===== config.mk =====
export PLATFORM = sky130hd
export DESIGN_NAME = video_out
export DESIGN_NICKNAME = d
export VERILOG_FILES = /design/src/fb_pkg.sv /design/src/video_out.sv
export SDC_FILE = /design/constraint.sdc
export NUM_CORES = 1
export LEC_CHECK = 0
export BUFFER_PORTS_ARGS = -buffer_cell sky130_fd_sc_hd__buf_4
export CORE_AREA = 2 2 39 41
export DETAILED_ROUTE_END_ITERATION = 12
export DIE_AREA = 0 0 41 43
export GPL_TIMING_DRIVEN = 1
export PLACE_DENSITY_LB_ADDON = 0.2
export SLEW_MARGIN = 10
export SYNTH_ARGS = -nofsm -noshare
export SYNTH_HDL_FRONTEND = slang
export SYNTH_SLANG_ARGS = --single-unit

===== constraint.sdc =====
create_clock -name clk_pix -period 1.3 [get_ports clk_pix]
set_input_delay 0.195 -clock clk_pix [delete_from_list [all_inputs] [get_ports clk_pix]]
set_output_delay 0.195 -clock clk_pix [all_outputs]
set_load 0.05 [all_outputs]

===== src/palette.mem =====
// one 12-bit colour per index, hex {r, g, b}
000
00A
0A0
0AA
A00
A0A
A50
AAA
555
55F
5F5
5FF
F55
F5F
FF5
FFF


===== src/fb_pkg.sv =====
/*
 * shared raster constants, colour widths and painter FSM state type
 */

package fb_pkg;

    // 640x480 at 60 Hz raster
    localparam int H_RES = 640;    // active pixels per line
    localparam int V_RES = 480;    // active lines per frame

    localparam int H_FP   = 16;    // horizontal front porch
    localparam int H_SYNC = 96;    // hsync pulse width
    localparam int H_BP   = 48;    // horizontal back porch

    localparam int V_FP   = 10;    // vertical front porch
    localparam int V_SYNC = 2;     // vsync pulse, in lines
    localparam int V_BP   = 33;    // vertical back porch

    localparam int H_TOTAL = H_RES + H_FP + H_SYNC + H_BP;  // 800
    localparam int V_TOTAL = V_RES + V_FP + V_SYNC + V_BP;  // 525

    localparam int CORDW = 10;     // screen coordinate width

    // colour formats
    localparam int CIDXW = 4;                // framebuffer colour index
    localparam int CHANW = 4;                // per channel
    localparam int COLRW = 3 * CHANW;        // {r, g, b}, red in msbs

    // palette contents, one hex word per line
    localparam string PALETTE_F = "/design/src/palette.mem";

    // rectangle fill engine
    typedef enum logic [1:0] {
        IDLE,          // ready for a command
        WAIT_BLANK,    // holding command until vertical blanking
        FILL           // writing pixels
    } fill_state_e;

endpackage


===== src/video_out.sv =====
/*
 * output stage, sync delayed to match colour, blanking
 */

module video_out (
    input  logic                     clk_pix,
    input  logic                     rst_n,
    input  logic                     hsync,
    input  logic                     vsync,
    input  logic                     de,
    input  logic [fb_pkg::COLRW-1:0] lb_colr,
    output logic                     vga_hsync,
    output logic                     vga_vsync,
    output logic [fb_pkg::CHANW-1:0] vga_r,
    output logic [fb_pkg::CHANW-1:0] vga_g,
    output logic [fb_pkg::CHANW-1:0] vga_b
);
    import fb_pkg::*;

    logic hsync_1, vsync_1, de_1;    // match linebuffer latency

    always_ff @(posedge clk_pix or negedge rst_n) begin
        if (!rst_n) begin
            hsync_1   <= 1'b1;       // inactive high
            vsync_1   <= 1'b1;
            de_1      <= 1'b0;
            vga_hsync <= 1'b1;
            vga_vsync <= 1'b1;
            vga_r     <= '0;
            vga_g     <= '0;
            vga_b     <= '0;
        end else begin
            hsync_1   <= hsync;
            vsync_1   <= vsync;
            de_1      <= de;
            vga_hsync <= hsync_1;
            vga_vsync <= vsync_1;
            // black outside the active area
            vga_r     <= de_1 ? lb_colr[2*CHANW +: CHANW] : '0;
            vga_g     <= de_1 ? lb_colr[CHANW +: CHANW] : '0;
            vga_b     <= de_1 ? lb_colr[0 +: CHANW] : '0;
        end
    end

endmodule


==> results.md <==
* Antenna Violating Nets Remaining at 0
* CTS tree: yes
* Setup ws final at 0.119 ns
* Crit-path max cell delay at 0.53 ns
* Via count at 334
* Drt drc at 0
* Die H at 43 microns
* DRT Pass-1 Iters at 1
* Max cap viols at 0
* Worst-margin pin slew at 0.279 ns
* Final Net Count at 84
* Die area at 0.00176 sq mm
* H-tree lvl count at 1
* Worst hold slack at approximately 0.02 ns
* Worst Skew at 0.00209 ns
* WP buf/inv at 1
* Worst R2R Setup Slack at 0.48 ns
* Port Buffers at 30
* CTS buffer count at 3
* Cell Rows at 14
* Nature of the critical path startpoint: register
* 1st-iter DRT viols at 0
* Mapped Area at 527 sq um
* Setup Total Neg Slack at 0 ns
* Sink Count at 17
* Share of layout cells above drive strength 1 at 0.682
* CP Max Fanout at 1
* Ys Warns at 0
* Syn Inst Count at 30
* Max frequency at 847 MHz
* Post-CTS sizing at 0
* Vias in the first global route at 331
* Largest net degree at the start of global routing at 18
* CP required at 1.11 ns
* Final WL at 852 microns
* Average size of a mapped cell at 17.6 sq um
* Initial Util at 0.381
* Crit-path cells: buf_4
* Reg clk slew, reported paths at 0.09 ns
* Root buffer selected by CTS: clkbuf_4
* Overall Power at 1020 uW
* Layout area overhead at 55.1%
* Deepest clock path buffer count at 2
* Design area at 817 sq um
* Chip width at 41 microns
* RSZ-0062 raised after global routing: no
* GP Congestion at 0.553
* Postcts setup bufs at 0
* Critical Path End Type: output pin
* Fin. max-slew vios at 0
* Pre-CTS setup slack at between 0.4 and 0.5 ns
* Via density at 4.07
* Net count of the mapped netlist at 47
* Initial antenna violation count at 0
* Number of diodes at 0
* Tmin final at around 1.2 ns
* Routed WL per cell at a little over 10 microns
* Yosys cell types at 5
* IO Count at 31
* Final hold viol count at 0
* First-pass GRT wire length at 1260 microns
* Final worst-path cycle share at 0.909
* Maximum vdd ir drop at between 600 and 700 uV
* Relative slew slack at 0.814
* Delay-heaviest family, CP: flip-flops
* Slowest cell on the critical path: dfstp_2
* Hold Path Class: input port to register
* Seq/Total Area, Yosys at 0.817
* Final setup viols at 0
* Gr ovfl total at 0
* CTS Hold Bufs at 1
* LEAKAGE at 0.000422 uW
* Status: finished clean
* Tot GR Track Use at 0.109
* Power Density at between 1000 and 1500 mW/mm^2
* Clk_lat worst skew at between 0.2 and 0.3 ns
* Core Region at around 0.0014 sq mm
* Placement Cell Area at 761 sq um
* Number of synthesized register bits at 17
* Worst EP arrival at 0.99 ns
* CP Class: register to output pin
final timing paths:
path / start / depth (start not counted) / endpoint
setup / recovery: vga_hsync$_DFF_PN1_ / 1 / vga_hsync
hold / removal: de / 1 / de_1$_DFF_PN0_
setup reg to reg: de_1$_DFF_PN0_ / 1 / vga_b[0]$_DFF_PN0_
hold reg to reg: hsync_1$_DFF_PN1_ / 0 / vga_hsync$_DFF_PN1_
max in group asynchronous: rst_n / 2 / vga_hsync$_DFF_PN1_
min in group asynchronous: rst_n / 2 / vga_b[3]$_DFF_PN0_
registers in the layout (all words and copies together) (netlist names):
name / flops
vga_vsync: 1
vga_r: 4
vga_hsync: 1
hsync_1: 1
vga_g: 4
vsync_1: 1
de_1: 1
vga_b: 4
cell usage in the layout, fill, tap and decap left out:
cell type / netlist / layout
buf_4: 0 / 30
dfrtp_1: 13 / 13
and2_2: 8 / 8
and2_1: 4 / 4
dfstp_2: 4 / 4
clkbuf_4: 0 / 3
dlygate4sd3_1: 0 / 3
clkbuf_1: 0 / 1
through the flow:
| step | std cells | util |
|---|---|---|
| finish | 82 | 0.590 |
| global placement | 75 | 0.550 |
| CTS | 80 | 0.576 |
| global route | 82 | 0.590 |
| floorplan | 30 | - |
| detailed placement | 75 | 0.550 |
power breakdown:
part / leakage (uW) / switching (uW) / internal [uW]
sequential: 0.000208 / 10.4 / 560
combinational: 0.000198 / 109 / 75.8
clock: 0.0000150 / 147 / 119
total: 0.000422 / 266 / 755
synthesized netlist by cell type:
| library cell | instances | area, sq um |
|---|---|---|
| dfrtp_1 | 13 | 325 |
| and2_2 | 8 | 60.1 |
| and2_1 | 4 | 25.0 |
| dfstp_2 | 4 | 105 |
| buf_6 | 1 | 11.3 |
cell families after synthesis:
kind of cell	Yosys count	synth area share
buf+inv	1	0.0214
simple gates	12	0.162
flops	17	0.817
per-layer routing:
metal,track usage,vias to the layer above,wire [microns]
met5,0,-,0
li1,-,162,-
met1,0.118,153,327
met2,0.178,19,440
met4,0.0600,0,0
met3,0.0314,0,84
layout make-up:
type | count | area [sq um]
well taps | 16 | 20.0
fillers | 122 | 567
clock buffers | 4 | 26.3
multi-input cells | 12 | 85.1
flip-flops and latches | 17 | 430
repair buffers | 33 | 255
Power figures use the tool's default switching activity.
