**config.mk**
```make
export PLATFORM = sky130hd
export DESIGN_NAME = display_timings
export DESIGN_NICKNAME = d
export VERILOG_FILES = /design/src/fb_pkg.sv /design/src/display_timings.sv
export SDC_FILE = /design/constraint.sdc
export NUM_CORES = 1
export LEC_CHECK = 0
export BUFFER_PORTS_ARGS = -buffer_cell sky130_fd_sc_hd__buf_2
export CELL_PAD_IN_SITES_DETAIL_PLACEMENT = 0
export CELL_PAD_IN_SITES_GLOBAL_PLACEMENT = 2
export CORE_UTILIZATION = 34
export DETAILED_ROUTE_END_ITERATION = 16
export PLACE_DENSITY = 0.83
export SYNTH_ARGS = -nofsm -noshare
export SYNTH_HDL_FRONTEND = slang
export SYNTH_SLANG_ARGS = --single-unit
```
**constraint.sdc**
```tcl
create_clock -name clk_pix -period 3 [get_ports clk_pix]
set_input_delay 0.15 -clock clk_pix [delete_from_list [all_inputs] [get_ports clk_pix]]
set_output_delay 0.15 -clock clk_pix [all_outputs]
set_load 0.03 [all_outputs]
```
**src/palette.mem**
```
// one 12-bit colour per index, hex {r, g, b}
000
00A
0A0
0AA
A00
A0A
A50
AAA
555
55F
5F5
5FF
F55
F5F
FF5
FFF

```
**src/fb_pkg.sv**
```systemverilog
/*
 * shared raster constants, colour widths and painter FSM state type
 */

package fb_pkg;

    // 640x480 at 60 Hz raster
    localparam int H_RES = 640;    // active pixels per line
    localparam int V_RES = 480;    // active lines per frame

    localparam int H_FP   = 16;    // horizontal front porch
    localparam int H_SYNC = 96;    // hsync pulse width
    localparam int H_BP   = 48;    // horizontal back porch

    localparam int V_FP   = 10;    // vertical front porch
    localparam int V_SYNC = 2;     // vsync pulse, in lines
    localparam int V_BP   = 33;    // vertical back porch

    localparam int H_TOTAL = H_RES + H_FP + H_SYNC + H_BP;  // 800
    localparam int V_TOTAL = V_RES + V_FP + V_SYNC + V_BP;  // 525

    localparam int CORDW = 10;     // screen coordinate width

    // colour formats
    localparam int CIDXW = 4;                // framebuffer colour index
    localparam int CHANW = 4;                // per channel
    localparam int COLRW = 3 * CHANW;        // {r, g, b}, red in msbs

    // palette contents, one hex word per line
    localparam string PALETTE_F = "/design/src/palette.mem";

    // rectangle fill engine
    typedef enum logic [1:0] {
        IDLE,          // ready for a command
        WAIT_BLANK,    // holding command until vertical blanking
        FILL           // writing pixels
    } fill_state_e;

endpackage

```
**src/display_timings.sv**
```systemverilog
/*
 * 640x480 raster counters, negative sync, data enable
 * and the strobe at the start of vertical blanking
 */

module display_timings (
    input  logic                     clk_pix,
    input  logic                     rst_n,
    output logic [fb_pkg::CORDW-1:0] sx,           // horizontal position
    output logic [fb_pkg::CORDW-1:0] sy,           // vertical position
    output logic                     hsync,
    output logic                     vsync,
    output logic                     de,           // active area
    output logic                     frame_start   // first blanking pixel
);
    import fb_pkg::*;

    // sync windows
    localparam logic [CORDW-1:0] HS_STA = CORDW'(H_RES + H_FP);
    localparam logic [CORDW-1:0] HS_END = CORDW'(H_RES + H_FP + H_SYNC);
    localparam logic [CORDW-1:0] VS_STA = CORDW'(V_RES + V_FP);
    localparam logic [CORDW-1:0] VS_END = CORDW'(V_RES + V_FP + V_SYNC);

    localparam logic [CORDW-1:0] H_LAST = CORDW'(H_TOTAL - 1);
    localparam logic [CORDW-1:0] V_LAST = CORDW'(V_TOTAL - 1);
    localparam logic [CORDW-1:0] H_ACT  = CORDW'(H_RES);
    localparam logic [CORDW-1:0] V_ACT  = CORDW'(V_RES);

    // raster position
    always_ff @(posedge clk_pix or negedge rst_n) begin
        if (!rst_n) begin
            sx <= '0;
            sy <= '0;
        end else if (sx == H_LAST) begin
            sx <= '0;                                   // new line
            sy <= (sy == V_LAST) ? '0 : sy + 1'b1;      // wrap at frame end
        end else begin
            sx <= sx + 1'b1;
        end
    end

    // syncs are active low
    assign hsync = ~((sx >= HS_STA) && (sx < HS_END));
    assign vsync = ~((sy >= VS_STA) && (sy < VS_END));

    assign de = (sx < H_ACT) && (sy < V_ACT);

    // one pulse per frame, first cycle of vertical blanking
    assign frame_start = (sx == '0) && (sy == V_ACT);

endmodule

```
==> flow_summary.json <==
{
  "crit_arrival_ns": 2.36,
  "cp_slowest_cell": "or4b_4",
  "portBuffers": 25,
  "multiInputGateArea_um2": 577,
  "cts_tree": "yes",
  "synth.most_common_cell": "dfrtp_1",
  "start_util_pct": 36.3,
  "synth_top_area_cell": "dfrtp_1",
  "via_per_inst": 4.99,
  "root_buffer": "clkbuf_4",
  "first_iter_violations": 20,
  "cts.path.max_buffers": 2,
  "synth_top_family_by_area": "simple AND/OR/NAND/NOR gates",
  "synth-compound-area-share_pct": 8.50,
  "coreArea_um2": 3080,
  "finalClockSkew_ns": 0.000691,
  "io_pins": 26,
  "slew_headroom_pct": 68.1,
  "whs_ns": 0.317,
  "status": "completed",
  "dp_hpwl_um": 1740,
  "syn_nets": 119,
  "cts_resized": 0,
  "period_share_pct": 71.0,
  "via_count": 924,
  "min_path_type": "in2async",
  "power_density_nw_per_um2": 329,
  "startpoint_type": "flip-flop",
  "hold_violations": 0,
  "grt_pass1_wl_um": 4170,
  "setup_viol_count_final": 0,
  "fin_nets": 149,
  "drive_gt1_share_pct": 24.8,
  "tns_ns": 0,
  "synth_fa_ha_area_share_pct": 5.59,
  "cellLeakagePower_nw": 0.644,
  "path_buf_inv": 1,
  "area.sequential_um2": 500,
  "netlist_area_um2": 1120,
  "dr.pass1.iters": 4,
  "chipWidth_um": 59.4,
  "tightest_slew_ns": 0.478,
  "yosys.area_share.xor_xnor_pct": 7.83,
  "cts_sinks": 20,
  "path_class": "reg2reg",
  "ant_nets": 0,
  "synthFlopType": "dfrtp_1",
  "syn_avg_cell_area_um2": 9.99,
  "path_clk_slew_ns": 0.12,
  "pre_cts_slack_ns": 0.890,
  "cts_buffers": 3,
  "ys_seq_area_share_pct": 44.7,
  "path_cells": "ha_1 -> or4b_4 -> nor3_2 -> buf_4 -> or3b_1 -> o21ai_0",
  "syn2layout_area_growth_pct": 18.9,
  "drv_slew": 0,
  "diodes": 0,
  "rsz0062_at_grt": "false",
  "synth_cells": 112,
  "worstPathMaxFanout": 20,
  "drv_cap": 0,
  "grt-ovfl-total": 0,
  "netlist.area_leader.share_pct": 44.7,
  "die_y_um": 59.4,
  "grt_pass1_vias": 866,
  "fill_cells": 322,
  "synthMuxAreaShare_pct": 1.34,
  "cpPeakStageDelay_ns": 0.49,
  "cp-end-kind": "flip-flop",
  "synthTopCellsByArea": "dfrtp_1 (45%), ha_1 (5.6%), xnor2_1 (4.7%)",
  "wl_um": 2410,
  "grt_max_degree": 21,
  "clock_latency_ns": 0.30,
  "netlist_top_cells_count": "dfrtp_1 (20), nor2_1 (10), nand2_1 (9)",
  "ys_warn_count": 0,
  "fmax_ghz": 0.470,
  "antenna_found_initial": 0,
  "async_reset_ff_share_pct": 100,
  "drc": 0,
  "synthSimpleGateAreaFrac_pct": 28.3,
  "gp_congestion": 0.790,
  "drt-wirelength-per-cell_um": 13.0,
  "critical_path.top_delay_family": "simple AND/OR/NAND/NOR gates",
  "required_ns": 3.24,
  "worst_slack_ns": 0.871,
  "synth.ff_latch_count": 20,
  "yosysUniqueCellTypes": 34,
  "ir_drop_mv": 0.230,
  "cts_setup_buffers": 0,
  "fin_crit_ns": 2.13,
  "final_util_pct": 43.2,
  "h-tree-depth": 1,
  "grt.total_usage_pct": 16.1,
  "synth_edf_count": 0,
  "num_rows": 20,
  "dieArea_um2": 3520
}
worst reg2reg max path, stage by stage, from the launching register on:
cell,delay (ns)
dfrtp_1,0.47
ha_1,0.29
or4b_4,0.49
nor3_2,0.11
buf_4,0.26
or3b_1,0.36
o21ai_0,0.07
layout by cell type, fill, tap and decap left out:
cell,n
buf_4,1
and4_1,1
or3_1,2
nand3b_1,1
xor2_1,4
nand3_1,6
inv_1,5
nand2_1,9
a22o_1,1
ha_1,5
nor2b_1,2
nor4bb_1,1
nand4_1,4
or4b_4,1
dfrtp_1,20
a31oi_1,1
nor2_1,10
nor3_1,6
a21oi_1,1
o211a_1,1
and3b_1,1
buf_2,25
nor3_2,1
mux2_4,1
xnor2_1,6
a41o_2,1
dlygate4sd3_1,1
or3b_1,1
o21a_1,1
a2bb2oi_1,1
clkbuf_8,1
nor4_1,2
nand3_4,1
clkbuf_4,3
o21ai_0,6
and3_1,4
o211ai_1,1
and2_1,2
state kept, by name, summed over array words and instances (netlist names):
register,cells
sx,10
sy,10
through the flow:
step           cells  area [um^2]  total power, mW
2_1_floorplan    112         1120            0.275
3_3_place_gp     180         1280            0.281
3_5_place_dp     180         1280            0.281
4_1_cts          185         1330            0.448
5_1_grt          185         1330            0.462
6_report         185         1330            0.437
logic make-up after synthesis:
logic type / Yosys count
buffers and inverters: 7
XOR/XNOR: 10
multiplexers: 1
flip-flops: 20
AO/OA/AOI/OAI: 14
AND/OR/NAND/NOR: 55
adder cells (fa/ha/maj): 5
repair_timing:
| item | in CTS | in global routing |
|---|---|---|
| hold buffers | 1 | 0 |
| setup endpoints to repair | 0 | 0 |
| endpoints found under the hold margin | 20 | 0 |
area by class of cell:
type,instances,share of cell area [%]
sequential,20,37.6
tap,44,4.14
multi-input combinational,85,43.4
clock buffer,4,2.73
inverter,5,1.41
timing repair buffer,27,10.7
per-layer routing:
metal / routed length (um) / share of wire [%] / GRT usage [%]
met1: 1220 / 50 / 23.8
met2: 1080 / 45 / 22.8
met3: 79 / 3.3 / 3.28
met4: 29 / 1.2 / 6.12
met5: 0 / 0 / 0
path summary, 6_finish.rpt:
check                       from     to  slack, ns  cells after the start
max                        sx[0]  sy[0]       0.87                      6
min                        rst_n  sx[6]       0.32                      2
max reg2reg                sx[0]  sy[0]       0.87                      6
min reg2reg                sy[8]  sy[8]       0.54                      1
max in group asynchronous  rst_n  sy[6]       2.36                      2
min in group clk_pix       sy[8]  sy[8]       0.54                      1
where the power goes:
part           internal (mW)  switching (mW)
sequential             0.269               0
clock                 0.0741          0.0870
combinational        0.00131         0.00550
total                  0.345          0.0925
Power figures use the tool's default switching activity.
