$ cat config.mk
export PLATFORM = sky130hd
export DESIGN_NAME = fb_painter
export DESIGN_NICKNAME = d
export VERILOG_FILES = /design/src/fb_pkg.sv /design/src/fb_painter.sv
export SDC_FILE = /design/constraint.sdc
export NUM_CORES = 1
export LEC_CHECK = 0
export ABC_CLOCK_PERIOD_IN_PS = 2820
export BUFFER_PORTS_ARGS = -buffer_cell sky130_fd_sc_hd__buf_4
export CORE_ASPECT_RATIO = 0.9
export CORE_UTILIZATION = 40
export DETAILED_ROUTE_END_ITERATION = 6
export GPL_TIMING_DRIVEN = 0
export PLACE_DENSITY = 0.62
export SYNTH_ARGS = -nofsm -noshare
export SYNTH_HDL_FRONTEND = slang
export SYNTH_SLANG_ARGS = --single-unit
$ cat constraint.sdc
create_clock -name clk_pix -period 2.82 [get_ports clk_pix]
set_input_delay 0.564 -clock clk_pix [delete_from_list [all_inputs] [get_ports clk_pix]]
set_output_delay 0.564 -clock clk_pix [all_outputs]
set_load 0.1 [all_outputs]
$ cat src/palette.mem
// one 12-bit colour per index, hex {r, g, b}
000
00A
0A0
0AA
A00
A0A
A50
AAA
555
55F
5F5
5FF
F55
F5F
FF5
FFF

$ cat src/fb_pkg.sv
/*
 * shared raster constants, colour widths and painter FSM state type
 */

package fb_pkg;

    // 640x480 at 60 Hz raster
    localparam int H_RES = 640;    // active pixels per line
    localparam int V_RES = 480;    // active lines per frame

    localparam int H_FP   = 16;    // horizontal front porch
    localparam int H_SYNC = 96;    // hsync pulse width
    localparam int H_BP   = 48;    // horizontal back porch

    localparam int V_FP   = 10;    // vertical front porch
    localparam int V_SYNC = 2;     // vsync pulse, in lines
    localparam int V_BP   = 33;    // vertical back porch

    localparam int H_TOTAL = H_RES + H_FP + H_SYNC + H_BP;  // 800
    localparam int V_TOTAL = V_RES + V_FP + V_SYNC + V_BP;  // 525

    localparam int CORDW = 10;     // screen coordinate width

    // colour formats
    localparam int CIDXW = 4;                // framebuffer colour index
    localparam int CHANW = 4;                // per channel
    localparam int COLRW = 3 * CHANW;        // {r, g, b}, red in msbs

    // palette contents, one hex word per line
    localparam string PALETTE_F = "/design/src/palette.mem";

    // rectangle fill engine
    typedef enum logic [1:0] {
        IDLE,          // ready for a command
        WAIT_BLANK,    // holding command until vertical blanking
        FILL           // writing pixels
    } fill_state_e;

endpackage

$ cat src/fb_painter.sv
/*
 * rectangle fill engine, valid/ready command port,
 * framebuffer writes only in vertical blanking
 */

module fb_painter #(
    parameter int FB_WIDTH  = 160,
    parameter int FB_HEIGHT = 120
) (
    input  logic                                   clk_pix,
    input  logic                                   rst_n,
    input  logic                                   fill_valid,
    input  logic [$clog2(FB_WIDTH)-1:0]            fill_x0,
    input  logic [$clog2(FB_HEIGHT)-1:0]           fill_y0,
    input  logic [$clog2(FB_WIDTH)-1:0]            fill_x1,
    input  logic [$clog2(FB_HEIGHT)-1:0]           fill_y1,
    input  logic [fb_pkg::CIDXW-1:0]               fill_cidx,
    input  logic [fb_pkg::CORDW-1:0]               sy,
    output logic                                   fill_ready,
    output logic                                   we,
    output logic [$clog2(FB_WIDTH*FB_HEIGHT)-1:0]  waddr,
    output logic [fb_pkg::CIDXW-1:0]               wdata
);
    import fb_pkg::*;

    localparam int XW       = $clog2(FB_WIDTH);
    localparam int YW       = $clog2(FB_HEIGHT);
    localparam int FB_ADDRW = $clog2(FB_WIDTH * FB_HEIGHT);

    fill_state_e state, state_next;

    logic [XW-1:0]       x, x0, x1;       // current column and limits
    logic [YW-1:0]       y, y1;           // current row and last row
    logic [CIDXW-1:0]    cidx;            // latched fill colour
    logic [FB_ADDRW-1:0] row_base;        // address of column 0 in row y

    logic accept, blank, last_px;

    assign accept  = fill_valid && fill_ready;
    assign blank   = (sy >= CORDW'(V_RES));        // paint only here
    assign last_px = (x == x1) && (y == y1);

    always_comb begin
        state_next = state;
        case (state)
            IDLE:       if (accept) state_next = WAIT_BLANK;
            WAIT_BLANK: if (blank) state_next = FILL;
            FILL:       if (blank && last_px) state_next = IDLE;
            default:    state_next = IDLE;
        endcase
    end

    always_ff @(posedge clk_pix or negedge rst_n) begin
        if (!rst_n) begin
            state      <= IDLE;
            fill_ready <= 1'b0;
            we         <= 1'b0;
        end else begin
            state      <= state_next;
            fill_ready <= (state_next == IDLE);     // high once idle again
            we         <= (state == FILL) && blank; // stalls during active lines
        end
    end

    // command latch and raster walk over the rectangle
    always_ff @(posedge clk_pix) begin
        if (accept) begin
            x0       <= fill_x0;
            x1       <= fill_x1;
            y1       <= fill_y1;
            cidx     <= fill_cidx;
            x        <= fill_x0;
            y        <= fill_y0;
            row_base <= FB_ADDRW'(fill_y0 * FB_WIDTH);
        end else if ((state == FILL) && blank) begin
            waddr <= row_base + FB_ADDRW'(x);
            wdata <= cidx;
            if (x == x1) begin
                x        <= x0;                     // back to left edge
                y        <= y + 1'b1;
                row_base <= row_base + FB_ADDRW'(FB_WIDTH);
            end else begin
                x <= x + 1'b1;
            end
        end
    end

endmodule

==> results of run 1 <==
## repair_timing
action / in CTS / in global routing
buffers inserted: 0 / 0
hold endpoints to repair: 4 / 0
hold buffers: 1 / 0
## routing by layer
metal	wire, um	GRT usage	share of wire
met1	3465	0.2300	0.50
met2	3116	0.2461	0.45
met3	323	0.04981	0.046
met4	66	0.03873	0.0095
met5	0	0	0
## how the worst max path moves through the flow
| stage | endpoint | depth (start not counted) | slack (ns) | from |
|---|---|---|---|---|
| after floorplan | row_base[10]$_DFFE_PP_ | 5 | 0.03 | x[0]$_DFFE_PP_ |
| after global placement | row_base[9]$_DFFE_PP_ | 5 | -0.76 | x[0]$_DFFE_PP_ |
| after detailed placement | wdata[3]$_DFFE_PP_ | 6 | -0.12 | fill_valid |
| after CTS | waddr[1]$_DFFE_PP_ | 5 | 0.17 | fill_ready$_DFF_PN0_ |
| after global routing | waddr[9]$_DFFE_PP_ | 5 | 0.03 | fill_ready$_DFF_PN0_ |
| final | waddr[11]$_DFFE_PP_ | 5 | 0.28 | fill_ready$_DFF_PN0_ |
## cells in the final DEF, fill, tap and decap left out, drive strengths merged, types with 12 or more instances in the layout
| master | n |
|---|---|
| ha | 16 |
| nand2 | 23 |
| xnor2 | 23 |
| nor2 | 12 |
| edfxtp | 71 |
| o21ai | 17 |
| clkbuf | 13 |
| xor2 | 19 |
| a21oi | 13 |
| buf | 67 |
## logic make-up after synthesis
family,share of synthesized area
simple gates,0.1026
fa+ha+maj,0.06544
flops,0.6080
xor+xnor,0.1002
buf+inv,0.02317
compound gates,0.1005
## worst max-delay path: stages, from the launching register on
cell and delay (ns):
dfrtp_1 0.39, nand2_1 0.17, inv_2 0.13, buf_2 0.22, buf_2 0.41, nor2_2 0.84
## state kept, by name (all words and copies together) (netlist names)
register,cells
x1,8
we,1
cidx,4
wdata,4
fill_ready,1
waddr,15
y,7
row_base,10
state,2
x0,8
y1,7
x,8
## where the power goes
part,leakage [nW],internal (mW),switching [mW]
clock network,0.0950,0.405,0.407
registers,0.713,1.66,0.237
logic,0.918,0.544,1.08
## through the flow
| stage | instance area [um2] | worst slack (ns) | instances |
|---|---|---|---|
| after floorplan | 3674 | 0.02870 | 284 |
| after global placement | 4288 | -0.7600 | 465 |
| after detailed placement | 4292 | -0.1159 | 465 |
| after CTS | 4494 | 0.1713 | 482 |
| after global routing | 4494 | 0.03101 | 482 |
| final | 4494 | 0.2751 | 482 |
## area by class of cell
class                      instances  area share
timing repair buffer              63      0.1058
clock inverter                     7     0.01531
multi-input combinational        190      0.3026
sequential                        75      0.4967
tap                              119     0.03313
inverter                          10    0.008352
clock buffer                       9     0.02756
buffer                             9     0.01058
==> results.cfg, run 1 <==
[sta]
rsz0062_at_grt = false
hold_viol_final = 0
fin_setup_tns_ns = 0
whs_ns = 0.3890
slew_headroom = 0.3699
setup_violations = 0
tightest_slew_ns = 0.9450
min_period_over_period = 0.9025
clock_skew_ns = 0.005211
fmax_mhz = 392.9
drv_slew = 0
final.min_clock_period_ns = 2.545

[die]
num_io_pins = 68
die-area_mm2 = 0.009565
start_util = 0.4206
die_x_um = 103.0
die_h_um = 92.89
fp-row-count = 32
core_mm2 = 0.008728

[logic_synthesis]
syn_inst = 284
syn-num-nets = 349
synthTopCellsByCount = edfxtp_1 (71), nand2_1 (23), xnor2_1 (23)
synth_top_area_frac = 0.5808
syn-mean-instance-area_um2 = 12.93
synth_ff_type = edfxtp_1
synth.most_common_cell = edfxtp_1
yosys_warnings = 0
ys_seq_area_frac = 0.6080
syn-cell-area_mm2 = 0.003671
synth_edf_count = 71
yosys.cell_types.count = 45
async_flop_share = 0.05333
synthTopCellsByArea = edfxtp_1 (58%), xnor2_1 (5.5%), ha_1 (5.5%), xor2_1 (4.5%), dfrtp_1 (2.7%)
synth_top_area_cell = edfxtp_1
ys_ff_latch = 75

[clocking]
cts-root-to-sink-buffers = 2
cts_max_level = 3
clk-insertion-delay-late_ns = 0.35
numCtsBuffers = 9
clkSlewWorstSetupHoldPaths_ns = 0.08
cts_tree = built
clock-sinks = 75
clockRootBuffer = clkbuf_8
cts_resized = 0

[route]
routed_wl_um = 6972
ant_nets = 0
wire_per_inst_um = 14.46
via_per_inst = 5.027
drt_iter0_drc = 99
firstDrtPassIters = 4
vias = 2423
drc = 0

[hold_path]
whs_path_depth = 1
hold_end = x1[7]$_DFFE_PP_
min_from = fill_x1[7]
hold_class = in2reg

[worst_setup_path]
worstSetupPathType = reg2reg
rrSetupSlack_ns = 0.28
r2r-start = fill_ready$_DFF_PN0_
crit_path_max_fanout = 36
critPathLaunchType = flip-flop
cp.arrival_ns = 2.52
rr_worst_depth = 5
cp.required_ns = 2.79
endpoint_kind = flip-flop
rr_endpoint = waddr[11]$_DFFE_PP_

[pwr]
leakage_nw = 1.726
power.total_mw = 4.335
powerDensity_mw_per_mm2 = 964.5
ir_drop_uv = 529.4

[global_routing]
grt_max_degree = 37
antenna_found_initial = 0
grt_pass1_wl_um = 11670
grt-ovfl-total = 0
grt_pass1_vias = 2416
grtUsageTotal = 0.1635

[cells_and_area]
multi_input_area_mm2 = 0.001360
diodes = 0
drive_gt1_frac = 0.2534
finalCoreUtilization = 0.5149
nets = 423
area_growth_pct = 22.43
register_area_mm2 = 0.002232
fill_cells = 803

[placed_design]
dp_hpwl_um = 4970
io_buffers = 62
place.gp.congestion = 0.7845

[flow_run]
cap_violations = 0

[status]
status = completed
No activity file was read; power rests on OpenSTA's default activity.
==> run 2: changes to the inputs <==
--- a/config.mk
+++ b/config.mk
@@ -5,9 +5,9 @@
 export SDC_FILE = /design/constraint.sdc
 export NUM_CORES = 1
 export LEC_CHECK = 0
-export ABC_CLOCK_PERIOD_IN_PS = 2820
 export BUFFER_PORTS_ARGS = -buffer_cell sky130_fd_sc_hd__buf_4
 export CORE_ASPECT_RATIO = 0.9
+export CORE_MARGIN = 10
 export CORE_UTILIZATION = 40
 export DETAILED_ROUTE_END_ITERATION = 6
 export GPL_TIMING_DRIVEN = 0
==> results.cfg, run 2 (synthesis results as in run 1) <==
[route]
drc = 0
ant_nets = 0
vias = 2359
routed_wl_um = 7454
firstDrtPassIters = 5
wire_per_inst_um = 15.37
via_per_inst = 4.864
drt_iter0_drc = 87

[sta]
fmax_mhz = 386.5
fin_setup_tns_ns = 0
whs_ns = 0.3836
clock_skew_ns = 0.009542
rsz0062_at_grt = false
final.min_clock_period_ns = 2.587
hold_viol_final = 0
setup_violations = 0
drv_slew = 0
tightest_slew_ns = 0.9732
min_period_over_period = 0.9175
slew_headroom = 0.3505

[worst_setup_path]
crit_path_max_fanout = 36
slowest_stage = nor2_2
crit_top_cell = buf_2
critPathLaunchType = flip-flop
worstSetupPathType = reg2reg
path_cells = nand2_1, inv_2, buf_2, buf_2, nor2_2
max_stage_delay_ns = 0.87
endpoint_kind = flip-flop
cp.arrival_ns = 2.56
cp.required_ns = 2.79

[cells_and_area]
diodes = 0
mostFrequentLayoutCells = edfxtp_1 (71), buf_4 (62), nand2_1 (23), xnor2_1 (23), xor2_1 (19)
area_growth_pct = 22.77
finalCoreUtilization = 0.4984
reg_top3 = waddr: 15 flops, row_base: 10 flops
final_cells = 485
mostFrequentLayoutCell = edfxtp_1
nets = 423
drive_gt1_frac = 0.2534
top_register = waddr
largest_register_ffs = 15
fill_cells = 793

[placed_design]
dp.cells = 468
dp_hpwl_um = 5522
io_buffers = 62
place.gp.congestion = 0.7960

[hold_path]
hold_class = in2reg

[die]
die_x_um = 121.0
die_h_um = 110.9
start_util = 0.4060
core_mm2 = 0.009042
fp-row-count = 33
num_io_pins = 68
die-area_mm2 = 0.01341

[clocking]
clk-insertion-delay-late_ns = 0.35
clkSlewWorstSetupHoldPaths_ns = 0.08
clock-sinks = 75
numCtsBuffers = 9
cts_max_level = 3
post_cts_buffers = 0
cts_tree = built
cts-root-to-sink-buffers = 2
clockRootBuffer = clkbuf_8

[pwr]
ir_drop_uv = 588.2
leakage_nw = 1.719
power.total_mw = 4.336
powerDensity_mw_per_mm2 = 962.1

[status]
status = completed

[global_routing]
grt_max_degree = 37
grt_pass1_wl_um = 12220
grt-ovfl-total = 0
grt_pass1_vias = 2506
antenna_found_initial = 0
grtUsageTotal = 0.1133

[flow_run]
cap_violations = 0
-- run 2: changes by cell type in the layout (fill, tap and decap cells not counted) --
cell / before / now
clkinvlp_4: 2 / 4
clkinv_2: 3 / 0
inv_6: 0 / 1
-- run 2: final cells by class --
class	instances	area, um2	share of cell area
Buffer	9	47.55	0.01055
Timing Repair Buffer	63	475.5	0.1055
Inverter	10	37.54	0.008329
Tap cell	122	152.6	0.03387
Sequential cell	75	2232	0.4953
Clock buffer	9	123.9	0.02748
Multi-Input combinational cell	190	1360	0.3018
Clock inverter	7	77.57	0.01721
-- run 2: worst max-delay path, delay by kind of cell, from the launching register on --
family	cells	cell delay, ns
buffers and inverters	3	0.77
flip-flops	1	0.38
AND/OR/NAND/NOR	2	1.05
-- run 2: timing repair --
action                    CTS  global route
hold buffers                1             0
gates resized for setup     0             0
hold endpoints to repair    4             0
-- run 2: path summary, 6_finish.rpt --
path,start,to,slack [ns],cells past startpoint
min in group asynchronous,rst_n,we$_DFF_PN0_,0.55,2
max reg2reg,fill_ready$_DFF_PN0_,waddr[11]$_DFFE_PP_,0.23,5
min reg2reg,cidx[3]$_DFFE_PP_,wdata[3]$_DFFE_PP_,0.43,0
min,fill_cidx[0],cidx[0]$_DFFE_PP_,0.38,1
max,fill_ready$_DFF_PN0_,waddr[11]$_DFFE_PP_,0.23,5
max in group asynchronous,rst_n,state[1]$_DFF_PN0_,2.17,2
-- run 2: per-stage QoR --
stage	setup slack, ns	cell area [um2]
after floorplan	0.02870	3674
after global placement	-0.6589	4292
final	0.2328	4507
after global routing	0.02778	4507
after detailed placement	-0.1031	4295
after CTS	0.1932	4507
-- run 2: per-layer routing --
| metal | vias up | wire (um) | track usage |
|---|---|---|---|
| li1 | 1207 | - | - |
| met1 | 1079 | 3429 | 0.1418 |
| met2 | 68 | 3435 | 0.1755 |
| met3 | 5 | 519 | 0.04532 |
| met4 | 0 | 69 | 0.03215 |
| met5 | - | 0 | 0 |
-- run 2: where the power goes --
part | switching, mW | internal (mW) | total (mW)
Sequential | 0.229 | 1.66 | 1.88
Combinational | 1.08 | 0.542 | 1.62
Clock | 0.416 | 0.412 | 0.829
Total | 1.73 | 2.61 | 4.34
