**src/palette.mem**
```
// one 12-bit colour per index, hex {r, g, b}
000
00A
0A0
0AA
A00
A0A
A50
AAA
555
55F
5F5
5FF
F55
F5F
FF5
FFF

```
**src/fb_pkg.sv**
```systemverilog
/*
 * shared raster constants, colour widths and painter FSM state type
 */

package fb_pkg;

    // 640x480 at 60 Hz raster
    localparam int H_RES = 640;    // active pixels per line
    localparam int V_RES = 480;    // active lines per frame

    localparam int H_FP   = 16;    // horizontal front porch
    localparam int H_SYNC = 96;    // hsync pulse width
    localparam int H_BP   = 48;    // horizontal back porch

    localparam int V_FP   = 10;    // vertical front porch
    localparam int V_SYNC = 2;     // vsync pulse, in lines
    localparam int V_BP   = 33;    // vertical back porch

    localparam int H_TOTAL = H_RES + H_FP + H_SYNC + H_BP;  // 800
    localparam int V_TOTAL = V_RES + V_FP + V_SYNC + V_BP;  // 525

    localparam int CORDW = 10;     // screen coordinate width

    // colour formats
    localparam int CIDXW = 4;                // framebuffer colour index
    localparam int CHANW = 4;                // per channel
    localparam int COLRW = 3 * CHANW;        // {r, g, b}, red in msbs

    // palette contents, one hex word per line
    localparam string PALETTE_F = "/design/src/palette.mem";

    // rectangle fill engine
    typedef enum logic [1:0] {
        IDLE,          // ready for a command
        WAIT_BLANK,    // holding command until vertical blanking
        FILL           // writing pixels
    } fill_state_e;

endpackage

```
**src/fb_fetch.sv**
```systemverilog
/*
 * framebuffer line reader with palette lookup,
 * feeds the linebuffer one row per request
 */

module fb_fetch #(
    parameter int FB_WIDTH  = 160,
    parameter int FB_HEIGHT = 120
) (
    input  logic                                  clk_pix,
    input  logic                                  rst_n,
    input  logic                                  frame_start,
    input  logic                                  line_req,
    input  logic [fb_pkg::CIDXW-1:0]              rdata,
    output logic [$clog2(FB_WIDTH*FB_HEIGHT)-1:0] raddr,
    output logic                                  pix_en,
    output logic [fb_pkg::COLRW-1:0]              pix_colr
);
    import fb_pkg::*;

    localparam int FB_PIXELS = FB_WIDTH * FB_HEIGHT;
    localparam int FB_ADDRW  = $clog2(FB_PIXELS);
    localparam int CNTW      = $clog2(FB_WIDTH + 1);

    logic [COLRW-1:0] palette [2**CIDXW];  // colour lookup rom

    initial $readmemh(PALETTE_F, palette);

    logic [CNTW-1:0]  cnt_h;               // pixels issued in this line
    logic             issuing;
    logic             en_1, en_2;          // ram, index stages
    logic [CIDXW-1:0] cidx_q;              // breaks ram to rom path

    assign issuing = (cnt_h < CNTW'(FB_WIDTH));

    always_ff @(posedge clk_pix or negedge rst_n) begin
        if (!rst_n) begin
            cnt_h  <= CNTW'(FB_WIDTH);     // idle
            raddr  <= '0;
            en_1   <= 1'b0;
            en_2   <= 1'b0;
            pix_en <= 1'b0;
        end else begin
            if (line_req) begin
                cnt_h <= '0;
            end else if (issuing) begin
                cnt_h <= cnt_h + 1'b1;
            end

            if (frame_start) begin
                raddr <= '0;               // row 0 next
            end else if (issuing) begin
                raddr <= (raddr == FB_ADDRW'(FB_PIXELS - 1)) ? '0 : raddr + 1'b1;
            end

            en_1   <= issuing;
            en_2   <= en_1;
            pix_en <= en_2;                // lines up with pix_colr
        end
    end

    // colour data path
    always_ff @(posedge clk_pix) begin
        cidx_q   <= rdata;
        pix_colr <= palette[cidx_q];
    end

endmodule

```
**config.mk**
```make
export PLATFORM = sky130hd
export DESIGN_NAME = fb_fetch
export DESIGN_NICKNAME = d
export VERILOG_FILES = /design/src/fb_pkg.sv /design/src/fb_fetch.sv
export SDC_FILE = /design/constraint.sdc
export NUM_CORES = 1
export LEC_CHECK = 0
export BUFFER_PORTS_ARGS = -buffer_cell sky130_fd_sc_hd__buf_2
export CORE_MARGIN = 2
export CORE_UTILIZATION = 30
export CTS_BUF_LIST = sky130_fd_sc_hd__clkbuf_4 sky130_fd_sc_hd__clkbuf_8
export DETAILED_ROUTE_END_ITERATION = 10
export SLEW_MARGIN = 15
export SYNTH_ARGS = -nofsm -noshare
export SYNTH_HDL_FRONTEND = slang
export SYNTH_SLANG_ARGS = --single-unit
```
**constraint.sdc**
```tcl
create_clock -name clk_pix -period 4.4 [get_ports clk_pix]
set_clock_uncertainty 0.05 [all_clocks]
set_input_delay 0.22 -clock clk_pix [delete_from_list [all_inputs] [get_ports clk_pix]]
set_output_delay 0.22 -clock clk_pix [all_outputs]
set_load 0.05 [all_outputs]
```
==> flow_metrics.tcl, run 1 <==
set metrics [dict create \
    grt_overflow 0 \
    cp.buffers_inverters 0 \
    ios 36 \
    yosysSeqAreaShare_pct 46.03 \
    hold_path_class "in -> reg" \
    fillers 483 \
    clk_path_buf_depth 2 \
    period_needed_ns 2.025 \
    ys.flop_type "dfrtp_1" \
    cts.repair.resized 0 \
    placedCellCount 212 \
    initial_core_util_pct 30.65 \
    grt_pass1_vias 936 \
    via_count 1043 \
    path_clk_slew_ns 0.09 \
    critPathLaunchType "flop" \
    die_h_um 72.77 \
    arrival_ns 2.14 \
    drt_first_pass_iters 4 \
    crit_type "reg -> reg" \
    chipWidth_um 72.77 \
    diodes 0 \
    viasPerCell 4.806 \
    postCtsSetupRepairBufs 0 \
    gr-usage-met3_pct 2.072 \
    wire_per_inst_um 12.65 \
    cts_tree "yes" \
    rsz0062_at_grt "false" \
    synth_seq_cells 26 \
    hpwl_um 1931 \
    synth_cells 144 \
    ys_types 41 \
    grt_pass1_wl_um 4547 \
    design_area_um2 1589 \
    cts_buffers 3 \
    relSlewSlack_pct 61.64 \
    cap_violations 0 \
    ir_drop_mv 0.1574 \
    worstSetupEndpointType "flop" \
    synth-edff-count 0 \
    std_cell_rows 25 \
    hold_viol 0 \
    min_period_over_period_pct 46.03 \
    setup-tns-final_ns 0 \
    fin_util_pct 34.32 \
    worstMarginPinSlew_ns 0.5754 \
    cp_top_family "simple AND/OR/NAND/NOR gates" \
    fin_nets 174 \
    ant_nets 0 \
    clock-sinks 26 \
    layoutNonFillerInstCount 217 \
    htreeDepth 1 \
    wl_um 2745 \
    crit_chain "or4b_4 -> nor4_4 -> nor4bb_1 -> a211o_1" \
    syn_avg_cell_area_um2 9.853 \
    grt_use_total_pct 10.96 \
    area_growth_pct 11.99 \
    leakage_nw 0.7314 \
    io_buffers 19 \
    hold_buffers 1 \
    setup_viol 0 \
    yosys.area.top_type "dfrtp_1" \
    die_area_um2 5295 \
    drt_iter0_drc 38 \
    use_met1_pct 16.51 \
    fmax_ghz 0.4937 \
    power.density_nw_per_um2 317.6 \
    antenna_found_initial 0 \
    synth.area.top_cells "dfrtp_1, buf_4, xor2_1" \
    coreArea_um2 4629 \
    clock_latency_ns 0.27 \
    yosysMostFrequentCell "dfrtp_1" \
    cp_max_fo 8 \
    status "complete, no violations" \
    drv_slew 0 \
    use_met2_pct 15.35 \
    place_congestion 0.8295 \
    synthArstFlopShare_pct 100.0 \
    drive_gt1_share_pct 19.63 \
    drcViolationCount 0 \
    busiest_layer "met1" \
    synth_top_area_share_pct 42.33 \
    cts_root_buffer "clkbuf_8" \
    yosysWarningCount 0 \
    cp_data_required_time_ns 4.52 \
    synthTopCellsByCount "dfrtp_1, nor2_1, buf_4" \
    grt_max_degree 27 \
    critPathMaxStageDelay_ns 0.57 \
    dpl_cell_area_um2 1508 \
    syn_area_um2 1419 \
    worst_path_max_delay_cell "or4b_4" \
]
==> where the power goes <==
| part | leakage [nW] | switching (W) | total (W) | internal (W) |
|---|---|---|---|---|
| logic | 0.361 | 0.0000458 | 0.0000548 | 0.00000897 |
| clock network | 0.0357 | 0.0000791 | 0.000201 | 0.000122 |
| registers | 0.335 | 0.00000541 | 0.000249 | 0.000244 |
==> cell families after synthesis <==
family,Yosys count,share of synthesized area (%)
other,1,0.2643
AO/OA/AOI/OAI,21,9.877
buffers and inverters,20,9.170
AND/OR/NAND/NOR,61,24.87
XOR/XNOR,13,8.025
adder cells (fa/ha/maj),2,1.763
flip-flops,26,46.03
==> worst register-to-register path, cell delays in order, from the launching register on <==
cell and delay [ns]:
dfrtp_1 0.43, or4b_4 0.58, nor4_4 0.45, nor4bb_1 0.13, a211o_1 0.29
==> cell type report <==
class | count | area [µm²] | area share [%]
clock buffer | 3 | 41.29 | 2.598
clock inverter | 1 | 30.03 | 1.890
inverter | 4 | 15.01 | 0.9449
multi-input combinational | 109 | 676.9 | 42.60
sequential | 26 | 653.1 | 41.10
tap | 54 | 67.56 | 4.252
timing repair buffer | 20 | 105.1 | 6.614
==> state kept, by name, indices dropped and copies added, names as in the netlist <==
name    cells
en_2        1
en_1        1
cnt_h       8
raddr      15
pix_en      1
==> layout by cell type, fill, tap and decap left out, types with 2 or more instances in the layout <==
master | netlist | final
conb_1 | 1 | 12
o21ai_0 | 6 | 6
dfrtp_1 | 24 | 24
xor2_1 | 8 | 8
xnor2_1 | 5 | 5
inv_1 | 3 | 3
dfstp_2 | 2 | 2
nand4_1 | 6 | 6
or4_1 | 3 | 3
and3_1 | 2 | 2
buf_2 | 0 | 19
o31ai_1 | 2 | 2
clkbuf_8 | 0 | 3
nor4_1 | 3 | 3
a21oi_1 | 3 | 3
ha_1 | 2 | 2
nor3_1 | 5 | 5
nand3_1 | 5 | 5
nor2_1 | 16 | 16
nand2_1 | 11 | 11
o22a_1 | 2 | 2
a211oi_1 | 2 | 2
==> metrics by stage <==
stage | hold slack (ns) | total power [W] | worst slack [ns]
final | 0.1189 | 0.0005046 | 2.375
after floorplan | -0.1256 | 0.0003043 | 2.278
after detailed placement | 0.2057 | 0.0003081 | 2.405
after global placement | 0.2084 | 0.0003080 | 2.409
after global routing | 0.1310 | 0.0005231 | 2.288
after CTS | 0.1144 | 0.0005112 | 2.378
==> path summary, 6_finish.rpt <==
check | slack, ns | from | cells past startpoint | endpoint
hold / removal | 0.12 | line_req | 2 | cnt_h[7]$_DFFE_PN1P_
hold reg to reg | 0.31 | en_1$_DFF_PN0_ | 0 | en_2$_DFF_PN0_
setup reg to reg | 2.37 | raddr[10]$_DFFE_PN0P_ | 4 | raddr[11]$_DFFE_PN0P_
min in group asynchronous | 0.42 | rst_n | 2 | raddr[11]$_DFFE_PN0P_
setup / recovery | 2.37 | raddr[10]$_DFFE_PN0P_ | 4 | raddr[11]$_DFFE_PN0P_
max in group asynchronous | 3.50 | rst_n | 2 | cnt_h[7]$_DFFE_PN1P_
==> layer usage <==
metal,wire length [µm],vias up,share of wire (%)
met1,1503,480,55
met4,45,0,1.6
li1,-,529,-
met2,1090,30,40
met3,106,4,3.9
met5,0,-,0
Power figures use the tool's default switching activity.
==> run 2, diff against run 1 <==
==> constraint.sdc (replaced) <==
create_clock -name clk_pix -period 1.7 [get_ports clk_pix]
set_clock_uncertainty 0.05 [all_clocks]
set_input_delay 0.085 -clock clk_pix [delete_from_list [all_inputs] [get_ports clk_pix]]
set_output_delay 0.085 -clock clk_pix [all_outputs]
set_load 0.05 [all_outputs]
==> run 2 against run 1 <==
The flow now finishes with violations (negative setup slack). Clock power increased to 2.6 times the previous value. Power increased to 2.6 times the previous value. Register-to-register slack got worse by 2.5 ns. Sequential power increased to 2.6 times the previous value. Non-clock buffer count increased by 22. Via count increased by 11%. Hold slack improved by 0.037 ns. First-iteration DRC count increased by 95%. Die area unchanged. Routed wire length increased by 14%. Sequential share of layout area decreased by 4.4 points. Critical path type unchanged. Highest routed layer unchanged.
==> flow_metrics.tcl, run 2 (synthesis gave the netlist of run 1 again) <==
set metrics [dict create \
    hpwl_um 2260 \
    crit_chain "or4b_4 -> nor4_4 -> buf_4 -> nor3b_1 -> o22a_1" \
    cts_buffers 3 \
    worstMarginPinSlew_ns 0.5752 \
    ant_nets 0 \
    grt_max_degree 27 \
    initial_core_util_pct 30.65 \
    via_count 1157 \
    final_common_cell "buf_4" \
    ios 36 \
    ir_drop_mv 0.4269 \
    seqCellArea_um2 668.1 \
    hold_path_class "in -> reg" \
    drv_slew 0 \
    design_area_um2 1822 \
    cts_tree "yes" \
    rsz0062_at_grt "true" \
    coreArea_um2 4629 \
    status "complete, but fails checks" \
    std_cell_rows 25 \
    crit_type "reg -> reg" \
    relSlewSlack_pct 61.65 \
    area_growth_pct 28.40 \
    dpl_cell_area_um2 1680 \
    violations "negative setup slack" \
    arrival_ns 1.95 \
    critPathMaxStageDelay_ns 0.54 \
    clock-sinks 26 \
    period_needed_ns 1.825 \
    clk_path_buf_depth 2 \
    drive_gt1_share_pct 40.32 \
    worst_path_max_delay_cell "or4b_4" \
    wire_per_inst_um 13.00 \
    diodes 0 \
    place_congestion 0.8363 \
    fillers 478 \
    setup_ws_ns -0.1254 \
    wl_um 3121 \
    setup_viol 15 \
    largestRegisters "raddr: 15 flops, cnt_h: 8 flops" \
    largest_register_ffs 15 \
    cts_root_buffer "clkbuf_8" \
    top_register "raddr" \
    drcViolationCount 0 \
    viasPerCell 4.821 \
    cp_data_required_time_ns 1.82 \
    die_area_um2 5295 \
    fin_nets 197 \
    multiInputGateArea_um2 726.9 \
    min_period_over_period_pct 107.4 \
    drt_first_pass_iters 4 \
    drt_iter0_drc 74 \
    power.density_nw_per_um2 727.8 \
    path_clk_slew_ns 0.09 \
    grt_pass1_wl_um 5119 \
    cap_violations 0 \
    io_buffers 19 \
    cp_top_family "simple AND/OR/NAND/NOR gates" \
    chipWidth_um 72.77 \
    die_h_um 72.77 \
    finalPower_w 0.001326 \
    antenna_found_initial 0 \
    cp_max_fo 5 \
    htreeDepth 1 \
    placedCellCount 232 \
    grt_use_total_pct 12.41 \
    grt_overflow 0 \
    grt_pass1_vias 1099 \
    hold_viol 0 \
    layout_common_cells "buf_4, buf_2, conb_1, dfrtp_1, dfrtp_2" \
    fmax_ghz 0.5478 \
    layoutNonFillerInstCount 240 \
    leakage_nw 0.8278 \
    clock_latency_ns 0.27 \
    cp.buffers_inverters 1 \
    worstSetupEndpointType "flop" \
    critPathLaunchType "flop" \
]
## run 2: changes by cell type in the layout (fill, tap and decap cells not counted), sizes merged
cell         delta
buf            +21
a21o            +1
dlygate4sd3     +1
## run 2: path summary, 6_finish.rpt
kind / to / start / cells past startpoint / slack [ns]
max: raddr[13]$_DFFE_PN0P_ / raddr[10]$_DFFE_PN0P_ / 5 / -0.13
min: raddr[2]$_DFFE_PN0P_ / frame_start / 3 / 0.16
max reg2reg: raddr[13]$_DFFE_PN0P_ / raddr[10]$_DFFE_PN0P_ / 5 / -0.13
min reg2reg: en_2$_DFF_PN0_ / en_1$_DFF_PN0_ / 0 / 0.31
max in group asynchronous: raddr[4]$_DFFE_PN0P_ / rst_n / 2 / 0.90
min in group asynchronous: raddr[10]$_DFFE_PN0P_ / rst_n / 2 / 0.28
## run 2: layer usage
layer / GRT usage, % / part of all wire (%)
met4: 3.292 / 0.93
met2: 21.72 / 50
met5: 0 / 0
met1: 15.21 / 45
met3: 3.039 / 3.9
## run 2: worst min-delay path, cell delays in order
cell and delay (ns):
buf_2 0.18, a21o_4 0.16, nor2_2 0.04
## run 2: where the power goes
group | leakage [nW] | internal [W] | switching (W)
Clock | 0.0357 | 0.000315 | 0.000206
Sequential | 0.316 | 0.000631 | 0.0000124
Combinational | 0.476 | 0.0000340 | 0.000127
## run 2: stage by stage
| stage | hold slack (ns) | utilization [%] | TNS [ns] | setup slack [ns] |
|---|---|---|---|---|
| floorplan | -0.2606 | - | -4.022 | -0.3179 |
| CTS | 0.1439 | 38.92 | -1.361 | -0.1261 |
| global route | 0.1545 | 39.35 | -2.376 | -0.2036 |
| finish | 0.1555 | 39.35 | -1.294 | -0.1254 |
| detailed placement | 0.07520 | 36.30 | -1.646 | -0.1525 |
| global placement | 0.06945 | 36.30 | -1.608 | -0.1457 |
## run 2: layout make-up
cell class                 instances  area share [%]
timing repair buffer              42           14.97
inverter                           4          0.8242
tap                               54           3.709
multi-input combinational        110           39.90
clock buffer                       3           2.266
sequential                        26           36.68
clock inverter                     1           1.648
## run 2: timing repair
action                                  in CTS  in global routing
hold buffers                                 2                  0
pin swaps                                    2                  2
hold endpoints to repair                    26                  0
endpoints found under the setup margin      15                 15
resized for setup                            4                  9
setup buffers                                1                  0
cloned                                       1                  0
